`src/raster_pkg.sv`:
```
`default_nettype none

package raster_pkg;

    // Screen geometry.
    localparam int screen_w = 16;
    localparam int screen_h = 16;
    localparam int pix_count = screen_w * screen_h;

    // Pixel coordinate, may lie off screen before clamping.
    typedef logic signed [15:0] coord_t;

    // Edge function value.
    typedef logic signed [15:0] edge_t;

    typedef logic signed [15:0] depth_t;

    // Linear pixel address, y * screen_w + x.
    typedef logic [7:0] addr_t;

    typedef logic [7:0] color_t;

    // Value written by a clear, farther than any fragment.
    localparam depth_t depth_far = 16'h7fff;

    typedef enum logic [1:0] {
        idle,
        load,
        scan,
        finish
    } walk_state_t;

endpackage

`default_nettype wire

```
`src/triangle_setup.sv`:
```
`default_nettype none

module triangle_setup (
    input  logic                clk,
    input  logic                rstn,
    input  logic                start,
    input  raster_pkg::coord_t  x0,
    input  raster_pkg::coord_t  y0,
    input  raster_pkg::coord_t  x1,
    input  raster_pkg::coord_t  y1,
    input  raster_pkg::coord_t  x2,
    input  raster_pkg::coord_t  y2,
    input  raster_pkg::depth_t  z,
    input  raster_pkg::depth_t  dz_dx,
    input  raster_pkg::depth_t  dz_dy,
    output logic                setup_valid,
    output logic                empty,
    output raster_pkg::coord_t  box_x0,
    output raster_pkg::coord_t  box_y0,
    output raster_pkg::coord_t  box_x1,
    output raster_pkg::coord_t  box_y1,
    output raster_pkg::edge_t   edge0,
    output raster_pkg::edge_t   edge1,
    output raster_pkg::edge_t   edge2,
    output raster_pkg::edge_t   edge_dx0,
    output raster_pkg::edge_t   edge_dx1,
    output raster_pkg::edge_t   edge_dx2,
    output raster_pkg::edge_t   edge_dy0,
    output raster_pkg::edge_t   edge_dy1,
    output raster_pkg::edge_t   edge_dy2,
    output raster_pkg::depth_t  depth_start,
    output raster_pkg::depth_t  step_z_x,
    output raster_pkg::depth_t  step_z_y
);

    import raster_pkg::*;

    function automatic coord_t min3(coord_t a, coord_t b, coord_t c);
        coord_t m;
        m = (a < b) ? a : b;
        return (m < c) ? m : c;
    endfunction

    function automatic coord_t max3(coord_t a, coord_t b, coord_t c);
        coord_t m;
        m = (a > b) ? a : b;
        return (m > c) ? m : c;
    endfunction

    // A box wholly off screen stays empty after clamping.
    function automatic coord_t at_least_zero(coord_t v);
        return (v < 0) ? coord_t'(0) : v;
    endfunction

    function automatic coord_t at_most(coord_t v, coord_t hi);
        return (v > hi) ? hi : v;
    endfunction

    // E = (xb - xa) * (py - ya) - (yb - ya) * (px - xa), wrapped to 16 bits.
    function automatic edge_t edge_at(coord_t xa, coord_t ya, coord_t xb, coord_t yb,
                                      coord_t px, coord_t py);
        return edge_t'((xb - xa) * (py - ya) - (yb - ya) * (px - xa));
    endfunction

    localparam coord_t x_hi = coord_t'(screen_w - 1);
    localparam coord_t y_hi = coord_t'(screen_h - 1);

    logic   s1_valid;
    coord_t r_x0, r_y0, r_x1, r_y1, r_x2, r_y2;
    coord_t r_bx0, r_by0, r_bx1, r_by1;
    depth_t r_z, r_dzx, r_dzy;

    // Stage one: capture vertices, bound and clamp.
    always_ff @(posedge clk) begin
        if (!rstn) begin
            s1_valid <= 1'b0;
        end else begin
            s1_valid <= start;
        end
    end

    always_ff @(posedge clk) begin
        if (start) begin
            r_x0  <= x0;
            r_y0  <= y0;
            r_x1  <= x1;
            r_y1  <= y1;
            r_x2  <= x2;
            r_y2  <= y2;
            r_z   <= z;
            r_dzx <= dz_dx;
            r_dzy <= dz_dy;
            r_bx0 <= at_least_zero(min3(x0, x1, x2));
            r_by0 <= at_least_zero(min3(y0, y1, y2));
            r_bx1 <= at_most(max3(x0, x1, x2), x_hi);
            r_by1 <= at_most(max3(y0, y1, y2), y_hi);
        end
    end

    // Stage two: edges and depth at the box corner.
    always_ff @(posedge clk) begin
        if (!rstn) begin
            setup_valid <= 1'b0;
        end else begin
            setup_valid <= s1_valid;
        end
    end

    always_ff @(posedge clk) begin
        if (s1_valid) begin
            box_x0      <= r_bx0;
            box_y0      <= r_by0;
            box_x1      <= r_bx1;
            box_y1      <= r_by1;
            empty       <= (r_bx0 > r_bx1) || (r_by0 > r_by1);
            edge0       <= edge_at(r_x0, r_y0, r_x1, r_y1, r_bx0, r_by0);
            edge1       <= edge_at(r_x1, r_y1, r_x2, r_y2, r_bx0, r_by0);
            edge2       <= edge_at(r_x2, r_y2, r_x0, r_y0, r_bx0, r_by0);
            edge_dx0    <= edge_t'(r_y0 - r_y1);
            edge_dx1    <= edge_t'(r_y1 - r_y2);
            edge_dx2    <= edge_t'(r_y2 - r_y0);
            edge_dy0    <= edge_t'(r_x1 - r_x0);
            edge_dy1    <= edge_t'(r_x2 - r_x1);
            edge_dy2    <= edge_t'(r_x0 - r_x2);
            depth_start <= depth_t'(r_z + r_dzx * r_bx0 + r_dzy * r_by0);
            step_z_x    <= r_dzx;
            step_z_y    <= r_dzy;
        end
    end

    // One triangle per start, so results never come back to back.
    a_setup_single: assert property (@(posedge clk) disable iff (!rstn)
        setup_valid |=> !setup_valid);

endmodule

`default_nettype wire

```
`config.mk`:
```
export PLATFORM = sky130hd
export DESIGN_NAME = triangle_setup
export DESIGN_NICKNAME = d
export VERILOG_FILES = /design/src/raster_pkg.sv /design/src/triangle_setup.sv
export SDC_FILE = /design/constraint.sdc
export NUM_CORES = 2
export LEC_CHECK = 0
export BUFFER_PORTS_ARGS = -buffer_cell sky130_fd_sc_hd__buf_2
export CAP_MARGIN = 20
export CELL_PAD_IN_SITES_DETAIL_PLACEMENT = 1
export CELL_PAD_IN_SITES_GLOBAL_PLACEMENT = 1
export CORE_MARGIN = 2
export CORE_UTILIZATION = 45
export CTS_CLUSTER_SIZE = 14
export DETAILED_ROUTE_END_ITERATION = 10
export GPL_ROUTABILITY_DRIVEN = 0
export GPL_TIMING_DRIVEN = 1
export PLACE_DENSITY_LB_ADDON = 0.25
export SLEW_MARGIN = 20
export SYNTH_ARGS = -nofsm -noshare
export SYNTH_HDL_FRONTEND = slang
export SYNTH_SLANG_ARGS = --single-unit
```
`constraint.sdc`:
```
create_clock -name clk -period 12.85 [get_ports clk]
set_clock_uncertainty 0.15 [all_clocks]
set_input_delay 2.57 -clock clk [delete_from_list [all_inputs] [get_ports clk]]
set_output_delay 2.57 -clock clk [all_outputs]
set_load 0.1 [all_outputs]
```
==> qor.txt <==
STATUS
---------------------------------------------------------------------------------
Result of the run                                                    finished, final reports clean

DIE
---------------------------------------------------------------------------------
Floorplan row count                                                           136
Num ports                                                                     405
Horiz. Die Dim                                                             376 µm
Initial cell density of the core                                            0.453
Core Box Area                                                          137000 µm²
Die Area                                                               141000 µm²
Die height                                                                 376 µm

GLOBAL ROUTE
---------------------------------------------------------------------------------
Total routing usage reported by global routing                              0.316
Global route overflow                                                           0
Via count of the first global-routing pass                                  52989
Initial antenna violation count                                                43
Wire length of the first global-routing pass                            332000 µm
Pin count of the biggest net entering global routing                           76

YOSYS
---------------------------------------------------------------------------------
Top cells by area, synth                                             fa_1, edfxtp_1, ha_1
Number of warnings printed during yosys synthesis                               0
Most instantiated cells after synthesis                              inv_1, ha_1, fa_1
Most used standard cell by instance count after synthesis                   inv_1
Mapped cell area                                                        62300 µm²
Number of instances in the synthesized netlist                               6421
EDFF count, synth                                                             465
Fraction of the yosys area taken by sequential cells                        0.225
Post-synthesis async set-or-reset flop share                                    0
Count of cell types in the netlist                                             79
Yosys top cell area share                                                   0.248
Flip-flop cell with the highest count after synthesis                    edfxtp_1
Cell type with the largest total area after synthesis                        fa_1
Number of register bits inferred by synthesis                                 467
Syn avg cell area                                                        9.71 µm²

JOB
---------------------------------------------------------------------------------
MaxCap Viol Count                                                               0

SETUP PATH
---------------------------------------------------------------------------------
Critical-path cell with the highest stage delay                            xor2_1
Critical Path Start Type                                                 register
Most prevalent standard cell on the critical path                            fa_1
Crit path required time                                                  13.13 ns
Type of the worst setup path                                         register to register
CP peak stage delay                                                       0.82 ns
Worst Path Buf+Inv                                                              4
Data arrival time of the critical path                                   11.25 ns
Crit path max-delay family                                            adder cells
Worst reg2reg setup slack                                                 1.89 ns
Kind of capture point of the worst setup path                            register
Crit-path max FO                                                               18

TIMING
---------------------------------------------------------------------------------
Slew of the pin with the lowest slew margin                               1.25 ns
Final Hold Viols                                                                0
Share of the clock period used by the worst path                            0.853
Crit path time final                                                     10.96 ns
Number of max-slew violations in the final report                               0
Peak clock frequency supported by timing                               0.0912 GHz
RSZ-0062 raised after global routing                                           no
Tightest slew margin relative to the limit                                  0.159
Setup violation total in the final timing report                                0
Final-layout setup total negative slack                                      0 ns

CLOCK NETWORK
---------------------------------------------------------------------------------
Number of setup buffers added after CTS                                         0
Max clock buf depth                                                             3
Clock-pin slew on the worst setup and hold paths                          0.07 ns
Inserted Clock Buffers                                                         58
Clock tree from TritonCTS                                                    done
Post-cts repair resize count                                                    0
Root buffer cell                                                        clkbuf_16
CTS sink count                                                                467
Hold-fix buffer count after cts                                                 0
Worst-skew pair later-pin latency                                         0.73 ns
CTS H-Tree Depth                                                                2

DETAILED ROUTING
---------------------------------------------------------------------------------
Number of optimization iterations in the first detailed-route pass              5
DR iter-0 viols                                                              3311
Via count                                                                   48061
Drt wl/cell                                                               25.6 µm
Wirelength, routed                                                      222000 µm
Final routed DRC violation total                                                0
ANT nets after route                                                            0
Vias per cell                                                                5.52

PLACED DESIGN
---------------------------------------------------------------------------------
HPWL Detailed                                                           186000 µm
Number of buffer cells added on primary ports                                 404

CELLS AND AREA
---------------------------------------------------------------------------------
Layout cells sized above 1                                                  0.106
Area growth from synthesis to layout                                        10.5%
Nets                                                                         8542

WORST HOLD PATH
---------------------------------------------------------------------------------
Min-delay worst type                                                 register to register

stage by stage:
step | util | hold slack [ns] | std cells | worst slack, ns | area [µm²]
5_1_grt | 0.501 | 0.320 | 8689 | 1.45 | 68800
4_1_cts | 0.500 | 0.303 | 8681 | 2.05 | 68800
3_3_place_gp | 0.486 | 0.287 | 8574 | 2.33 | 66800
3_5_place_dp | 0.486 | 0.289 | 8574 | 2.15 | 66800
6_report | 0.501 | 0.300 | 8702 | 1.89 | 68900
2_1_floorplan | - | 0.274 | 6422 | 3.19 | 62300
area by class of cell:
type                       count  area [µm²]
sequential                   467       14000
fill                       15650       68600
multi-input combinational   4479       42900
clock buffer                  65        1480
tap                         1794        2240
inverter                    1342        5040
clock inverter                42         490
antenna                       21        52.6
timing repair buffer         492        2690
cell usage in the layout, fill, tap and decap left out, drive strengths merged, types with 36 or more instances in the layout:
| master | n |
|---|---|
| nand2 | 451 |
| nor3 | 36 |
| xnor2 | 341 |
| o21a | 53 |
| clkbuf | 65 |
| ha | 782 |
| nor2 | 654 |
| buf | 492 |
| inv | 1350 |
| a21oi | 175 |
| mux2i | 56 |
| and2 | 129 |
| nor2b | 72 |
| xor2 | 121 |
| fa | 773 |
| nand2b | 151 |
| a21o | 102 |
| or2 | 76 |
| o21ai | 161 |
| edfxtp | 465 |
routing by layer:
layer | track usage | routed length [µm] | vias up
met3 | 0.0639 | 17200 | 533
met4 | 0.148 | 12000 | 26
met1 | 0.392 | 87400 | 24649
met2 | 0.530 | 106000 | 1735
met5 | 0 | 161 | -
li1 | - | - | 21118
cell families after synthesis:
group | synth area share
other | 0.0000602
adder cells (fa/ha/maj) | 0.405
multiplexers | 0.0151
AO/OA/AOI/OAI | 0.0685
XOR/XNOR | 0.0730
AND/OR/NAND/NOR | 0.124
flip-flops | 0.225
buffers and inverters | 0.0891
path summary, 6_finish.rpt:
| kind | cells after the start | to | from |
|---|---|---|---|
| min reg2reg | 0 | box_x1[6]$_DFFE_PP_ | r_bx1[6]$_SDFFCE_PN0P_ |
| max reg2reg | 31 | edge2[15]$_DFFE_PP_ | r_by0[0]$_SDFFCE_PP0P_ |
| min | 0 | box_x1[6]$_DFFE_PP_ | r_bx1[6]$_SDFFCE_PN0P_ |
| max | 31 | edge2[15]$_DFFE_PP_ | r_by0[0]$_SDFFCE_PP0P_ |
Power is not shown: default switching activity piles up to over one toggle a cycle in this logic, so the estimate is an artifact.
