### config.mk
export PLATFORM = sky130hd
export DESIGN_NAME = raster_walker
export DESIGN_NICKNAME = d
export VERILOG_FILES = /design/src/raster_pkg.sv /design/src/raster_walker.sv
export SDC_FILE = /design/constraint.sdc
export NUM_CORES = 1
export LEC_CHECK = 0
export BUFFER_PORTS_ARGS = -buffer_cell sky130_fd_sc_hd__buf_2
export CORE_AREA = 2 2 131 260
export DETAILED_ROUTE_END_ITERATION = 10
export DIE_AREA = 0 0 133 262
export MAX_ROUTING_LAYER = met4
export PLACE_DENSITY = 0.66
export SYNTH_ARGS = -nofsm -noshare
export SYNTH_HDL_FRONTEND = slang
export SYNTH_SLANG_ARGS = --single-unit
### constraint.sdc
create_clock -name clk -period 9.5 [get_ports clk]
set_clock_uncertainty 0.1 [all_clocks]
set_input_delay 1.9 -clock clk [delete_from_list [all_inputs] [get_ports clk]]
set_output_delay 1.9 -clock clk [all_outputs]
set_load 0.02 [all_outputs]
### src/raster_pkg.sv
`default_nettype none

package raster_pkg;

    // Screen geometry.
    localparam int screen_w = 16;
    localparam int screen_h = 16;
    localparam int pix_count = screen_w * screen_h;

    // Pixel coordinate, may lie off screen before clamping.
    typedef logic signed [15:0] coord_t;

    // Edge function value.
    typedef logic signed [15:0] edge_t;

    typedef logic signed [15:0] depth_t;

    // Linear pixel address, y * screen_w + x.
    typedef logic [7:0] addr_t;

    typedef logic [7:0] color_t;

    // Value written by a clear, farther than any fragment.
    localparam depth_t depth_far = 16'h7fff;

    typedef enum logic [1:0] {
        idle,
        load,
        scan,
        finish
    } walk_state_t;

endpackage

`default_nettype wire

### src/raster_walker.sv
`default_nettype none

module raster_walker (
    input  logic                clk,
    input  logic                rstn,
    input  logic                setup_valid,
    input  logic                empty,
    input  raster_pkg::coord_t  box_x0,
    input  raster_pkg::coord_t  box_y0,
    input  raster_pkg::coord_t  box_x1,
    input  raster_pkg::coord_t  box_y1,
    input  raster_pkg::edge_t   edge0,
    input  raster_pkg::edge_t   edge1,
    input  raster_pkg::edge_t   edge2,
    input  raster_pkg::edge_t   edge_dx0,
    input  raster_pkg::edge_t   edge_dx1,
    input  raster_pkg::edge_t   edge_dx2,
    input  raster_pkg::edge_t   edge_dy0,
    input  raster_pkg::edge_t   edge_dy1,
    input  raster_pkg::edge_t   edge_dy2,
    input  raster_pkg::depth_t  depth_start,
    input  raster_pkg::depth_t  step_z_x,
    input  raster_pkg::depth_t  step_z_y,
    output logic                frag_valid,
    output logic                frag_last,
    output raster_pkg::addr_t   frag_addr,
    output raster_pkg::depth_t  frag_depth,
    output logic                frag_inside
);

    import raster_pkg::*;

    walk_state_t state, state_next;

    coord_t r_x, r_y;
    edge_t  r_e0, r_e1, r_e2;
    edge_t  r_row_e0, r_row_e1, r_row_e2;
    depth_t r_z, r_row_z;
    addr_t  r_addr;
    addr_t  r_line_jump;

    logic   row_end;
    logic   box_end;

    assign row_end = (r_x == box_x1);
    assign box_end = row_end && (r_y == box_y1);

    assign frag_valid  = (state == scan);
    assign frag_last   = ((state == scan) && box_end) || ((state == load) && empty);
    assign frag_addr   = r_addr;
    assign frag_depth  = r_z;
    assign frag_inside = (r_e0 > 0) && (r_e1 > 0) && (r_e2 > 0);

    always_comb begin
        state_next = state;
        case (state)
            idle: begin
                if (setup_valid) begin
                    state_next = load;
                end
            end
            load: begin
                state_next = empty ? finish : scan;
            end
            scan: begin
                if (box_end) begin
                    state_next = finish;
                end
            end
            finish: begin
                state_next = idle;
            end
            default: begin
                state_next = idle;
            end
        endcase
    end

    always_ff @(posedge clk) begin
        if (!rstn) begin
            state <= idle;
        end else begin
            state <= state_next;
        end
    end

    // Incremental walk, no multiplies per pixel.
    always_ff @(posedge clk) begin
        if (state == load) begin
            r_x         <= box_x0;
            r_y         <= box_y0;
            r_e0        <= edge0;
            r_e1        <= edge1;
            r_e2        <= edge2;
            r_row_e0    <= edge0;
            r_row_e1    <= edge1;
            r_row_e2    <= edge2;
            r_z         <= depth_start;
            r_row_z     <= depth_start;
            r_addr      <= addr_t'(box_y0 * screen_w + box_x0);
            r_line_jump <= addr_t'(screen_w - (box_x1 - box_x0));
        end else if (state == scan) begin
            if (!row_end) begin
                r_x    <= r_x + coord_t'(1);
                r_e0   <= r_e0 + edge_dx0;
                r_e1   <= r_e1 + edge_dx1;
                r_e2   <= r_e2 + edge_dx2;
                r_z    <= r_z + step_z_x;
                r_addr <= r_addr + addr_t'(1);
            end else begin
                // Back to the left column of the next row.
                r_x      <= box_x0;
                r_y      <= r_y + coord_t'(1);
                r_e0     <= r_row_e0 + edge_dy0;
                r_e1     <= r_row_e1 + edge_dy1;
                r_e2     <= r_row_e2 + edge_dy2;
                r_row_e0 <= r_row_e0 + edge_dy0;
                r_row_e1 <= r_row_e1 + edge_dy1;
                r_row_e2 <= r_row_e2 + edge_dy2;
                r_z      <= r_row_z + step_z_y;
                r_row_z  <= r_row_z + step_z_y;
                r_addr   <= r_addr + r_line_jump;
            end
        end
    end

    // The stepped address tracks the scan position on screen.
    a_addr_on_screen: assert property (@(posedge clk) disable iff (!rstn)
        frag_valid |-> (int'(r_y) * screen_w + int'(r_x) == int'(frag_addr))
                    && (int'(r_y) * screen_w + int'(r_x) < pix_count));

    a_last_finishes: assert property (@(posedge clk) disable iff (!rstn)
        frag_last |=> (state == finish));

endmodule

`default_nettype wire

==> results of run 1 <==
[power groups by stage]
stage / Sequential (W) / Combinational [W] / Clock [W]
after global routing: 0.00177 / 0.00346 / 0.000779
after floorplan: 0.00176 / 0.00227 / 0
after detailed placement: 0.00175 / 0.00309 / 0
after global placement: 0.00174 / 0.00303 / 0
final: 0.00174 / 0.00309 / 0.000746
after CTS: 0.00174 / 0.00311 / 0.000760
[worst reg2reg max path: stages (launching register included)]
cell and delay (ps):
edfxtp_1 470, xor2_1 220, nor4_1 360, nand4_1 350, inv_1 160, buf_4 400
nand2_1 180, inv_1 80, ha_1 220, a21o_1 150, a21oi_1 210, o21bai_1 110
a21oi_1 230, o21bai_1 90, a21oi_1 180, xnor2_1 130, mux2i_1 80
[metrics by stage]
step                util [%]  instances
finish                  52.0       2251
global route            51.9       2250
CTS                     51.9       2246
detailed placement      50.1       2214
global placement        50.1       2214
floorplan                  -       1530
[flip-flops by register name, indices dropped and copies added, names as in the netlist]
register     cells
frag_depth      16
r_e0            16
r_e1            16
r_e2            16
r_row_e0        16
r_row_e1        16
r_row_e2        16
r_row_z         16
r_x             16
r_y             16
frag_addr        8
r_line_jump      8
state            2
[layer usage]
layer | wire length, um | share of wire [%] | track usage, % | vias to the layer above
met3 | 2080 | 4.9 | 4.24 | 130
met2 | 23100 | 55 | 46.5 | 359
li1 | - | - | - | 6173
met5 | 0 | 0 | - | -
met1 | 14600 | 35 | 23.1 | 5910
met4 | 2330 | 5.5 | 14.4 | 0
[worst max-delay path by stage]
stage / endpoint / slack [ps]
finish: frag_last / 3970
global placement: frag_addr[7] / 3940
global route: frag_last / 3890
CTS: frag_last / 3970
floorplan: r_row_e0[0] / 4310
detailed placement: frag_addr[7] / 3960
[Yosys cell counts, types with 25 or more instances]
master,count,area [um^2]
a21oi_1,85,425
nand3_1,25,125
clkbuf_1,40,150
xnor2_1,94,823
mux2_2,30,338
o21ai_0,164,821
inv_1,81,304
ha_1,148,1850
xor2_1,82,718
nand2_1,167,627
edfxtp_1,176,5290
nor3_1,36,180
nor2_1,79,297
a21o_1,26,195
[final cells by class]
type	count	area, um^2	share of cell area (%)
diodes	5	12.5	0.0734
clock buffers	21	470	2.76
clock inverters	11	126	0.741
inverters	81	304	1.78
multi-input cells	1227	8760	51.4
flip-flops and latches	178	5330	31.2
well taps	432	541	3.17
repair buffers	296	1510	8.84
[kinds of logic (layout without fill, tap and decap cells)]
family                   after synthesis  after routing
AO/OA/AOI/OAI                        423            423
multiplexers                          43             43
adder cells (fa/ha/maj)              159            159
XOR/XNOR                             176            176
buffers and inverters                125            409
flip-flops                           178            178
other                                  0              5
AND/OR/NAND/NOR                      426            426
[cells in the final DEF (no fill, tap or decap), types with 18 or more instances in the layout]
cell,Yosys,routed
buf_2,1,286
edfxtp_1,176,176
nand2_1,167,167
o21ai_0,164,164
ha_1,148,146
xnor2_1,94,94
a21oi_1,85,85
xor2_1,82,82
inv_1,81,81
nor2_1,79,78
nor3_1,36,36
mux2_2,30,30
a21o_1,26,26
nand3_1,25,25
o21bai_1,19,19
a31oi_1,19,19
nand2b_1,18,18
==> metrics.md, run 1 <==
| Metric | Value |
|---|---|
| Lkg Pwr | ~7 nW |
| Clk Latency, worst-skew pair | 460 ps |
| Slowest cell on the critical path | nor4_1 |
| Post-detail-place hpwl | about 33 mm |
| Fin Hold WS | 467 ps |
| Number of flops mapped to enable cells by yosys | ~180 |
| Maximum vdd drop | between 0.3 and 0.4 mV |
| Total power | roughly 0.0056 W |
| Die W | roughly 130 um |
| Post-synth cell types | between 60 and 70 |
| GRT Overall Usage | between 20% and 30% |
| FFs w/ async S/R, synth | 0% |
| Worst-path fanout max | 3 |
| Clk Tree Root Cell | clkbuf_16 |
| Switching Fraction | a little over two fifths |
| CP endpoint kind | output pin |
| CTS Hold Buffers Added | 0 |
| Nets | roughly 2200 |
| Initial core utilization | around 44% |
| Worst rel slew slack | 41.0% |
| Register area share after synthesis | 36.7% |
| Fin area | 17000 um^2 |
| # rows | 94 |
| Setup TNS Final | 0 ps |
| Stages on worst setup path | 8 |
| CP most frequent cell | buf_2 |
| Synth warnings | 0 |
| Mapped Area | ~15000 um^2 |
| Mux cell area share after synthesis | 3.26% |
| Register-to-register setup slack | between 5000 and 6000 ps |
| Synth Area in Compound Gates | between 10% and 20% |
| Largest family of logic cells by synthesized area | compound AO/OA/AOI/OAI gates |
| FMAX | around 180 MHz |
| I/O pins | approximately 290 |
| TritonCTS Sinks | between 150 and 200 |
| Min cycle time layout | ~5500 ps |
| Die Ht | ~260 um |
| Period utilisation layout | a little under 60% |
| Pwr dens | 327 nW/um^2 |
| CP cell instances | buf_2 -> xor2_1 -> nor4_1 -> nand4_1 -> inv_1 -> nand2_1 -> o21ai_0 -> buf_2 |
| Via count | 12600 |
| Largest net degree at the start of global routing | between 80 and 90 |
| Initial antenna violation count | 4 |
| Synth Area in XOR/XNOR | about a tenth |
| Max Cap Viol | 0 |
| Synth-to-layout area growth | 17.3% |
| Final Wtd Congestion | roughly 0.9 |
| Layout cells sized above 1 | a little over a fifth |
| H-tree depth | 4 |
| Bufs and invs on worst path | 3 |
| DR pass1 iterations | 5 |
| Critical Path AT | 3530 ps |
| Outcome | complete, no violations |
| Placed cell area | around 16000 um^2 |
| Clk pwr share | a little over an eighth |
| Top FF cell, synth | edfxtp_1 |
| Sequential power share | 31.2% |
| Post-CTS Resized | 0 |
| CP Launch Point | box_x1[3] |
| Hold Crit Endpoint | state[1] |
| R2r startpoint | r_x[3] |
| Remaining DRCs | 0 |
| Post-Synthesis Cells | around 1500 |
| Comb pwr share | between 50% and 60% |
| First-pass GRT wire length | around 64 mm |
| Delay-heaviest family, CP | simple AND/OR/NAND/NOR gates |
| Vias in the first global route | approximately 13000 |
| CP Class | primary input to output pin |
| Setup violators final | 0 |
| Routed Antenna Nets | 0 |
| NetSw | 0.00237 W |
| Hold depth | 2 |
| Simple-gate portion of the synthesized area | 13.7% |
| Place WS | roughly 4000 ps |
| Synthesized Nets | about 2000 |
| Core Footprint | 32800 um^2 |
| Buffers on Ports | around 290 |
| Die Area | roughly 35000 um^2 |
| Post-Synth Adder-Cell Area | approximately 14% |
| Fillcell total | about 3100 |
| Drt total wl | 42.1 mm |
| Max Root-Sink Buffers | 2 |
| Postcts setup bufs | 0 |
| Gr ovfl total | 0 |
| TritonCTS clock tree | done |
| CP max stage delay | around 360 ps |
| Post-Syn Area per Cell | about 9.5 um^2 |
| Final Hold Fails | 0 |
| Critical path startpoint category | primary input |
| Final setup margin | 3970 ps |
| Min-delay src | state[1] |
| Worst Tran Pin Value | 885 ps |
| Unrepaired setup endpoints after global routing | false |
| Initial DRC Count | 580 |
| R2R cell count | 16 |
| Clock buffer count from CTS | 17 |
| Wire per inst | between 15 and 20 um |
| Clk pin slew, worst setup/hold paths | approximately 70 ps |
| Pins over their slew limit | 0 |
| Hold Crit Class | flip-flop to flip-flop |
| CP required | around 7500 ps |
| Vias per cell | approximately 5.6 |
| Terminus of the critical flop-to-flop path | frag_addr[7] |
| Internal power | between 0.003 and 0.004 W |
| Seq cells post-synth | about 180 |
(Power assumes the default switching activity.)
==> inputs of run 2 (changes only) <==
- PLACE_DENSITY: 0.66 -> 0.69
- clock period: 9.5 -> 4.8 ns (I/O delays scaled with it)
==> run 2 against run 1 <==
Compared with the run above:
- hold slack better by 11 ps
- sequential share of layout area down 0.082 points
- largest cell class unchanged
- global-route usage up 0.22 points
- clock power up 100%
- critical path depth up 8
- combinational power up 99%
- non-clock buffer count up 3
==> metrics.md, run 2 (synthesized netlist as in run 1, its figures left out) <==
| Metric | Value |
|---|---|
| Gr ovfl total | 0 (unchanged) |
| Finished Layout Cells | 2254 (was 2251) |
| # rows | 94 (unchanged) |
| Initial antenna violation count | 5 (was 4) |
| Setup violators final | 0 (unchanged) |
| H-tree depth | 4 (unchanged) |
| CTS Hold Buffers Added | 0 (unchanged) |
| Bufs and invs on worst path | 3 (unchanged) |
| Fillcell total | 3015 (was 3066) |
| Unrepaired setup endpoints after global routing | false (unchanged) |
| Clock buffer count from CTS | 17 (unchanged) |
| Max Root-Sink Buffers | 2 (unchanged) |
| Slowest cell on the critical path | nor4_1 (unchanged) |
| Postcts setup bufs | 0 (unchanged) |
| Outcome | complete, no violations (unchanged) |
| Lkg Pwr | 7.14 nW (was 7.13 nW) |
| NetSw | 0.00469 W (was 0.00237 W) |
| Die W | 133 um (unchanged) |
| Internal power | 0.00637 W (was 0.00321 W) |
| DR pass1 iterations | 5 (unchanged) |
| Maximum vdd drop | 0.653 mV (was 0.359 mV) |
| Worst-path fanout max | 10 (was 3) |
| Buffers on Ports | 286 (unchanged) |
| Sequential power share | 31.1% (was 31.2%) |
| CP endpoint kind | flip-flop (was output pin) |
| Min cycle time layout | approximately 3800 ps |
| Clk Tree Root Cell | clkbuf_16 (unchanged) |
| I/O pins | 287 (unchanged) |
| Wire per inst | 18.8 um (was 18.7 um) |
| Synth-to-layout area growth | 17.7% (was 17.3%) |
| Max Cap Viol | 0 (unchanged) |
| Hold Crit Class | flip-flop to flip-flop (unchanged) |
| Largest net degree at the start of global routing | 64 (was 83) |
| CP Class | primary input to flip-flop (was primary input to output pin) |
| CP required | 4890 ps (was 7500 ps) |
| Vias per cell | 5.60 (was 5.59) |
| Switching Fraction | 42.4% (was 42.5%) |
| Commonest non-fill, non-tap cell in the layout | buf_2 (unchanged) |
| CP most frequent cell | a21oi_1 (was buf_2) |
| Post-detail-place hpwl | 33.4 mm (was 32.7 mm) |
| GRT Overall Usage | 24.8% (was 24.6%) |
| Final Wtd Congestion | 0.918 (was 0.921) |
| Die Area | 34800 um^2 (unchanged) |
| Critical Path AT | 3870 ps (was 3530 ps) |
| Remaining DRCs | 0 (unchanged) |
| Die Ht | 262 um (unchanged) |
| First-pass GRT wire length | 65.1 mm (was 64.0 mm) |
| Worst Tran Pin Value | 1030 ps (was 885 ps) |
| Placed insts | 2217 (was 2214) |
| Delay-heaviest family, CP | compound AO/OA/AOI/OAI gates (was simple AND/OR/NAND/NOR gates) |
| Initial core utilization | 44.3% (unchanged) |
| Via count | 12600 (about the same) |
| Clk pwr share | 13.5% (was 13.4%) |
| Initial DRC Count | 616 (was 580) |
| Final Hold Fails | 0 (unchanged) |
| TritonCTS Sinks | 178 (unchanged) |
| Critical path startpoint category | primary input (unchanged) |
| Drt total wl | 42.4 mm (was 42.1 mm) |
| CP max stage delay | 380 ps (was 360 ps) |
| Pwr dens | 647 nW/um^2 (was 327 nW/um^2) |
| Post-CTS Resized | 0 (unchanged) |
| Nets | 2223 (was 2220) |
| CP cell instances | buf_2 -> xor2_1 -> nor4_1 -> nand4_1 -> inv_1 -> nand2_1 -> inv_1 -> ha_1 -> a21o_1 -> a21oi_1 -> o21bai_1 -> a21oi_1 -> o21bai_1 -> a21oi_1 -> xnor2_1 -> mux2i_1 (was buf_2 -> xor2_1 -> nor4_1 -> nand4_1 -> inv_1 -> nand2_1 -> o21ai_0 -> buf_2) |
| Leading cell types in the layout, fill and taps excluded | buf_2, edfxtp_1, nand2_1 (unchanged) |
| Clk Latency, worst-skew pair | 460 ps (about the same) |
| Pins over their slew limit | 0 (unchanged) |
| Core Footprint | 32800 um^2 (unchanged) |
| Period utilisation layout | roughly four fifths |
| TritonCTS clock tree | done (unchanged) |
| Clk pin slew, worst setup/hold paths | 70 ps (about the same) |
| Routed Antenna Nets | 0 (unchanged) |
| Comb pwr share | 55.5% (was 55.4%) |
| Layout cells sized above 1 | 21.1% (was 21.0%) |
| FMAX | roughly 260 MHz |
| Worst rel slew slack | 31.3% (was 41.0%) |
| Setup TNS Final | 0 ps (unchanged) |
| Vias in the first global route | 13200 (was 12800) |
run 2: changes by cell type in the layout (fill, tap and decap cells not counted):
cell / previous run / this run
buf_12: 0 / 1
clkinvlp_4: 1 / 4
buf_4: 10 / 12
clkinv_4: 2 / 3
bufinv_16: 2 / 3
clkinv_1: 0 / 1
clkbuf_8: 3 / 0
clkbuf_1: 1 / 0
clkinv_2: 3 / 1
run 2: area by class of cell:
cell class	count	area, um^2	area share, %
multi-input combinational	1227	8760	51.3
clock buffer	17	425	2.49
antenna	5	12.5	0.0732
clock inverter	15	181	1.06
tap	432	541	3.16
inverter	81	304	1.78
timing repair buffer	299	1540	9.02
sequential	178	5330	31.2
run 2: power by group through the flow:
| stage | clock (W) | sequential [W] | combinational, W |
|---|---|---|---|
| 2_1_floorplan | 0 | 0.00346 | 0.00449 |
| 3_3_place_gp | 0 | 0.00344 | 0.00596 |
| 3_5_place_dp | 0 | 0.00346 | 0.00612 |
| 4_1_cts | 0.00152 | 0.00344 | 0.00616 |
| 5_1_grt | 0.00156 | 0.00351 | 0.00686 |
| 6_report | 0.00149 | 0.00344 | 0.00614 |
run 2: final timing paths:
| check | start | to | slack (ps) | cells past startpoint |
|---|---|---|---|---|
| setup / recovery | box_x1[3] | frag_addr[7] | 1010 | 16 |
| hold / removal | state[1] | state[1] | 480 | 2 |
| setup reg to reg | r_x[3] | frag_addr[7] | 1140 | 15 |
| hold reg to reg | state[1] | state[1] | 480 | 2 |
run 2: layer usage:
metal / up-vias / track usage (%) / routed length, um
met5: - / - / 0
li1: 6181 / - / -
met3: 109 / 3.53 / 1770
met2: 373 / 47.9 / 23700
met1: 5964 / 23.2 / 14800
met4: 0 / 14.0 / 2160
run 2: through the flow:
stage	hold WS (ps)	power, W	instance area [um^2]	worst slack (ps)	util [%]
finish	478	0.0111	17100	1010	52.1
global route	489	0.0119	17100	803	52.1
CTS	481	0.0111	17100	995	52.1
detailed placement	472	0.00958	16500	514	50.2
global placement	440	0.00940	16500	621	50.2
floorplan	425	0.00796	14500	451	-
run 2: worst min-delay path, stage by stage (launching register included):
cell and delay (ps):
dfxtp_1 340, mux2i_1 130, nor2b_1 60
==> inputs of run 3 (changes only) <==
- clock period: 4.8 -> 3.4 ns (I/O delays scaled with it)
==> run 3 against run 2 <==
Compared with the run above:
- die area did not move
- global-route usage barely moved
- sequential cell count did not move
- first-iteration DRC count fell by 5.2%
- sequential power rose by 40%
- critical path type is now flip-flop to output pin
- largest power group unchanged
- highest routed layer unchanged
==> metrics.md, run 3 (synthesized netlist as in run 1, its figures left out) <==
| Metric | Value |
|---|---|
| CP max stage delay | 420 ps (was 380 ps) |
| Clk Tree Root Cell | clkbuf_16 (unchanged) |
| Min cycle time layout | roughly 3200 ps |
| R2r startpoint | r_x[4] (was r_x[3]) |
| Max Cap Viol | 0 (unchanged) |
| CP cell instances | xor2_1 -> nor4_1 -> buf_4 -> nand4_1 -> inv_2 -> buf_8 -> nand2_2 -> o21ai_1 -> buf_2 (was buf_2 -> xor2_1 -> nor4_1 -> nand4_1 -> inv_1 -> nand2_1 -> inv_1 -> ha_1 -> a21o_1 -> a21oi_1 -> o21bai_1 -> a21oi_1 -> o21bai_1 -> a21oi_1 -> xnor2_1 -> mux2i_1) |
| Place WS | -163 ps (was 514 ps) |
| Crit path to | frag_last (was frag_addr[7]) |
| Die W | 133 um (unchanged) |
| Sequential Area | 5330 um^2 (unchanged) |
| Final Wtd Congestion | 0.915 (was 0.918) |
| Buffers on Ports | 286 (unchanged) |
| Critical Path AT | 2410 ps (was 3870 ps) |
| Fin util | 53.1% (was 52.1%) |
| Via count | 12800 (was 12600) |
| Worst rel slew slack | 28.6% (was 31.3%) |
| FMAX | approximately 310 MHz |
| Period utilisation layout | a little over nine tenths |
| Total power | 0.0158 W (was 0.0111 W) |
| Nets | 2256 (was 2223) |
| Pins over their slew limit | 0 (unchanged) |
| Initial core utilization | 44.3% (unchanged) |
| Synth-to-layout area growth | 19.9% (was 17.7%) |
| Clk Latency, worst-skew pair | 460 ps (about the same) |
| I/O pins | 287 (unchanged) |
| DR pass1 iterations | 4 (was 5) |
| Delay-heaviest family, CP | buffers and inverters (was compound AO/OA/AOI/OAI gates) |
| Max Root-Sink Buffers | 2 (unchanged) |
| Core Footprint | 32800 um^2 (unchanged) |
| Initial antenna violation count | 3 (was 5) |
| Routed Antenna Nets | 0 (unchanged) |
| Hold depth | 2 (unchanged) |
| Bufs and invs on worst path | 4 (was 3) |
| Clock buffer count from CTS | 17 (unchanged) |
| Slowest cell on the critical path | edfxtp_1 (was nor4_1) |
| Fin Hold WS | 360 ps (was 478 ps) |
| GRT Overall Usage | 24.9% (was 24.8%) |
| CP required | 2620 ps (was 4890 ps) |
| Remaining DRCs | 0 (unchanged) |
| # rows | 94 (unchanged) |
| Pwr dens | 910 nW/um^2 (was 647 nW/um^2) |
| Worst-path fanout max | 16 (was 10) |
| Fillcell total | 3005 (was 3015) |
| Critical path startpoint category | flip-flop (was primary input) |
| Multi-input combinational cell area | 8800 um^2 (was 8760 um^2) |
| H-tree depth | 4 (unchanged) |
| Worst Tran Pin Value | 1070 ps (was 1030 ps) |
| Gr ovfl total | 0 (unchanged) |
| Vias in the first global route | 13400 (was 13200) |
| Layout cells sized above 1 | 23.1% (was 21.1%) |
| Finished Layout Cells | 2285 (was 2254) |
| Clk pin slew, worst setup/hold paths | 70 ps (about the same) |
| CP endpoint kind | output pin (was flip-flop) |
| Register-to-register setup slack | 230 ps (was 1140 ps) |
| Maximum vdd drop | 0.751 mV (was 0.653 mV) |
| TritonCTS clock tree | done (unchanged) |
| R2R cell count | 16 (was 15) |
| CP Launch Point | r_x[4] (was box_x1[3]) |
| Lkg Pwr | 7.32 nW (was 7.14 nW) |
| Hold Crit Class | primary input to flip-flop (was flip-flop to flip-flop) |
| First-pass GRT wire length | 65.2 mm (was 65.1 mm) |
| Die Area | 34800 um^2 (unchanged) |
| Terminus of the critical flop-to-flop path | frag_addr[7] (unchanged) |
| Vias per cell | 5.59 (was 5.60) |
| Outcome | complete, no violations (unchanged) |
| Stages on worst setup path | 9 (was 16) |
| Wire per inst | 18.7 um (was 18.8 um) |
| Initial DRC Count | 584 (was 616) |
| Leading cell types in the layout, fill and taps excluded | buf_2, edfxtp_1, nand2_1 (unchanged) |
| Post-detail-place hpwl | 33.8 mm (was 33.4 mm) |
| TritonCTS Sinks | 178 (unchanged) |
| Final Hold Fails | 0 (unchanged) |
| Drt total wl | 42.6 mm (was 42.4 mm) |
| Final setup margin | 213 ps (was 1010 ps) |
| Setup violators final | 0 (unchanged) |
| Die Ht | 262 um (unchanged) |
| Placed insts | 2246 (was 2217) |
| CP Class | flip-flop to output pin (was primary input to flip-flop) |
| Largest net degree at the start of global routing | 128 (was 64) |
| Commonest non-fill, non-tap cell in the layout | buf_2 (unchanged) |
[run 3: changes by cell type in the layout (fill, tap and decap cells not counted), sizes merged]
cell      previous run  this run
buf                299       332
diode                5         3
bufinv               3         2
clkinv               5         6
clkinvlp             4         3
inv                 84        85
[run 3: where the power goes]
part | internal [W] | switching (W) | total [W]
clock | 0.00109 | 0.000930 | 0.00202
sequential | 0.00419 | 0.000617 | 0.00481
combinational | 0.00386 | 0.00515 | 0.00902
total | 0.00914 | 0.00670 | 0.0158
[run 3: how the worst min path moves through the flow]
stage,start,to
finish,rstn,state[1]
global route,rstn,state[1]
CTS,rstn,state[1]
detailed placement,state[1],state[1]
global placement,state[1],state[1]
floorplan,state[1],state[1]
[run 3: layout make-up]
type / count / share of cell area (%)
diodes: 3 / 0.0431
inverters: 81 / 1.75
well taps: 432 / 3.10
repair buffers: 332 / 10.7
flip-flops and latches: 178 / 30.6
multi-input cells: 1227 / 50.5
clock buffers: 17 / 2.44
clock inverters: 15 / 0.891
[run 3: timing repair]
action	CTS	global route
gates resized for setup	1	6
endpoints found under the hold margin	0	0
pin swaps	1	2
hold buffers	0	0
buffers inserted	3	2
cloned	0	0
endpoints found under the setup margin	1	2
[run 3: per-layer routing]
layer	routed length [um]	vias to the layer above	GRT usage, %	share of wire, %
li1	-	6242	-	-
met1	14900	6084	23.2	35
met2	23900	343	47.8	56
met3	1750	99	4.15	4.1
met4	2070	0	13.6	4.9
met5	0	-	-	0
[run 3: per-stage QoR]
stage          cell area [um^2]  TNS, ps
6_report                  17400        0
5_1_grt                   17400    -12.5
4_1_cts                   17400        0
3_5_place_dp              16800     -457
3_3_place_gp              16800     -189
2_1_floorplan             14600    -97.2
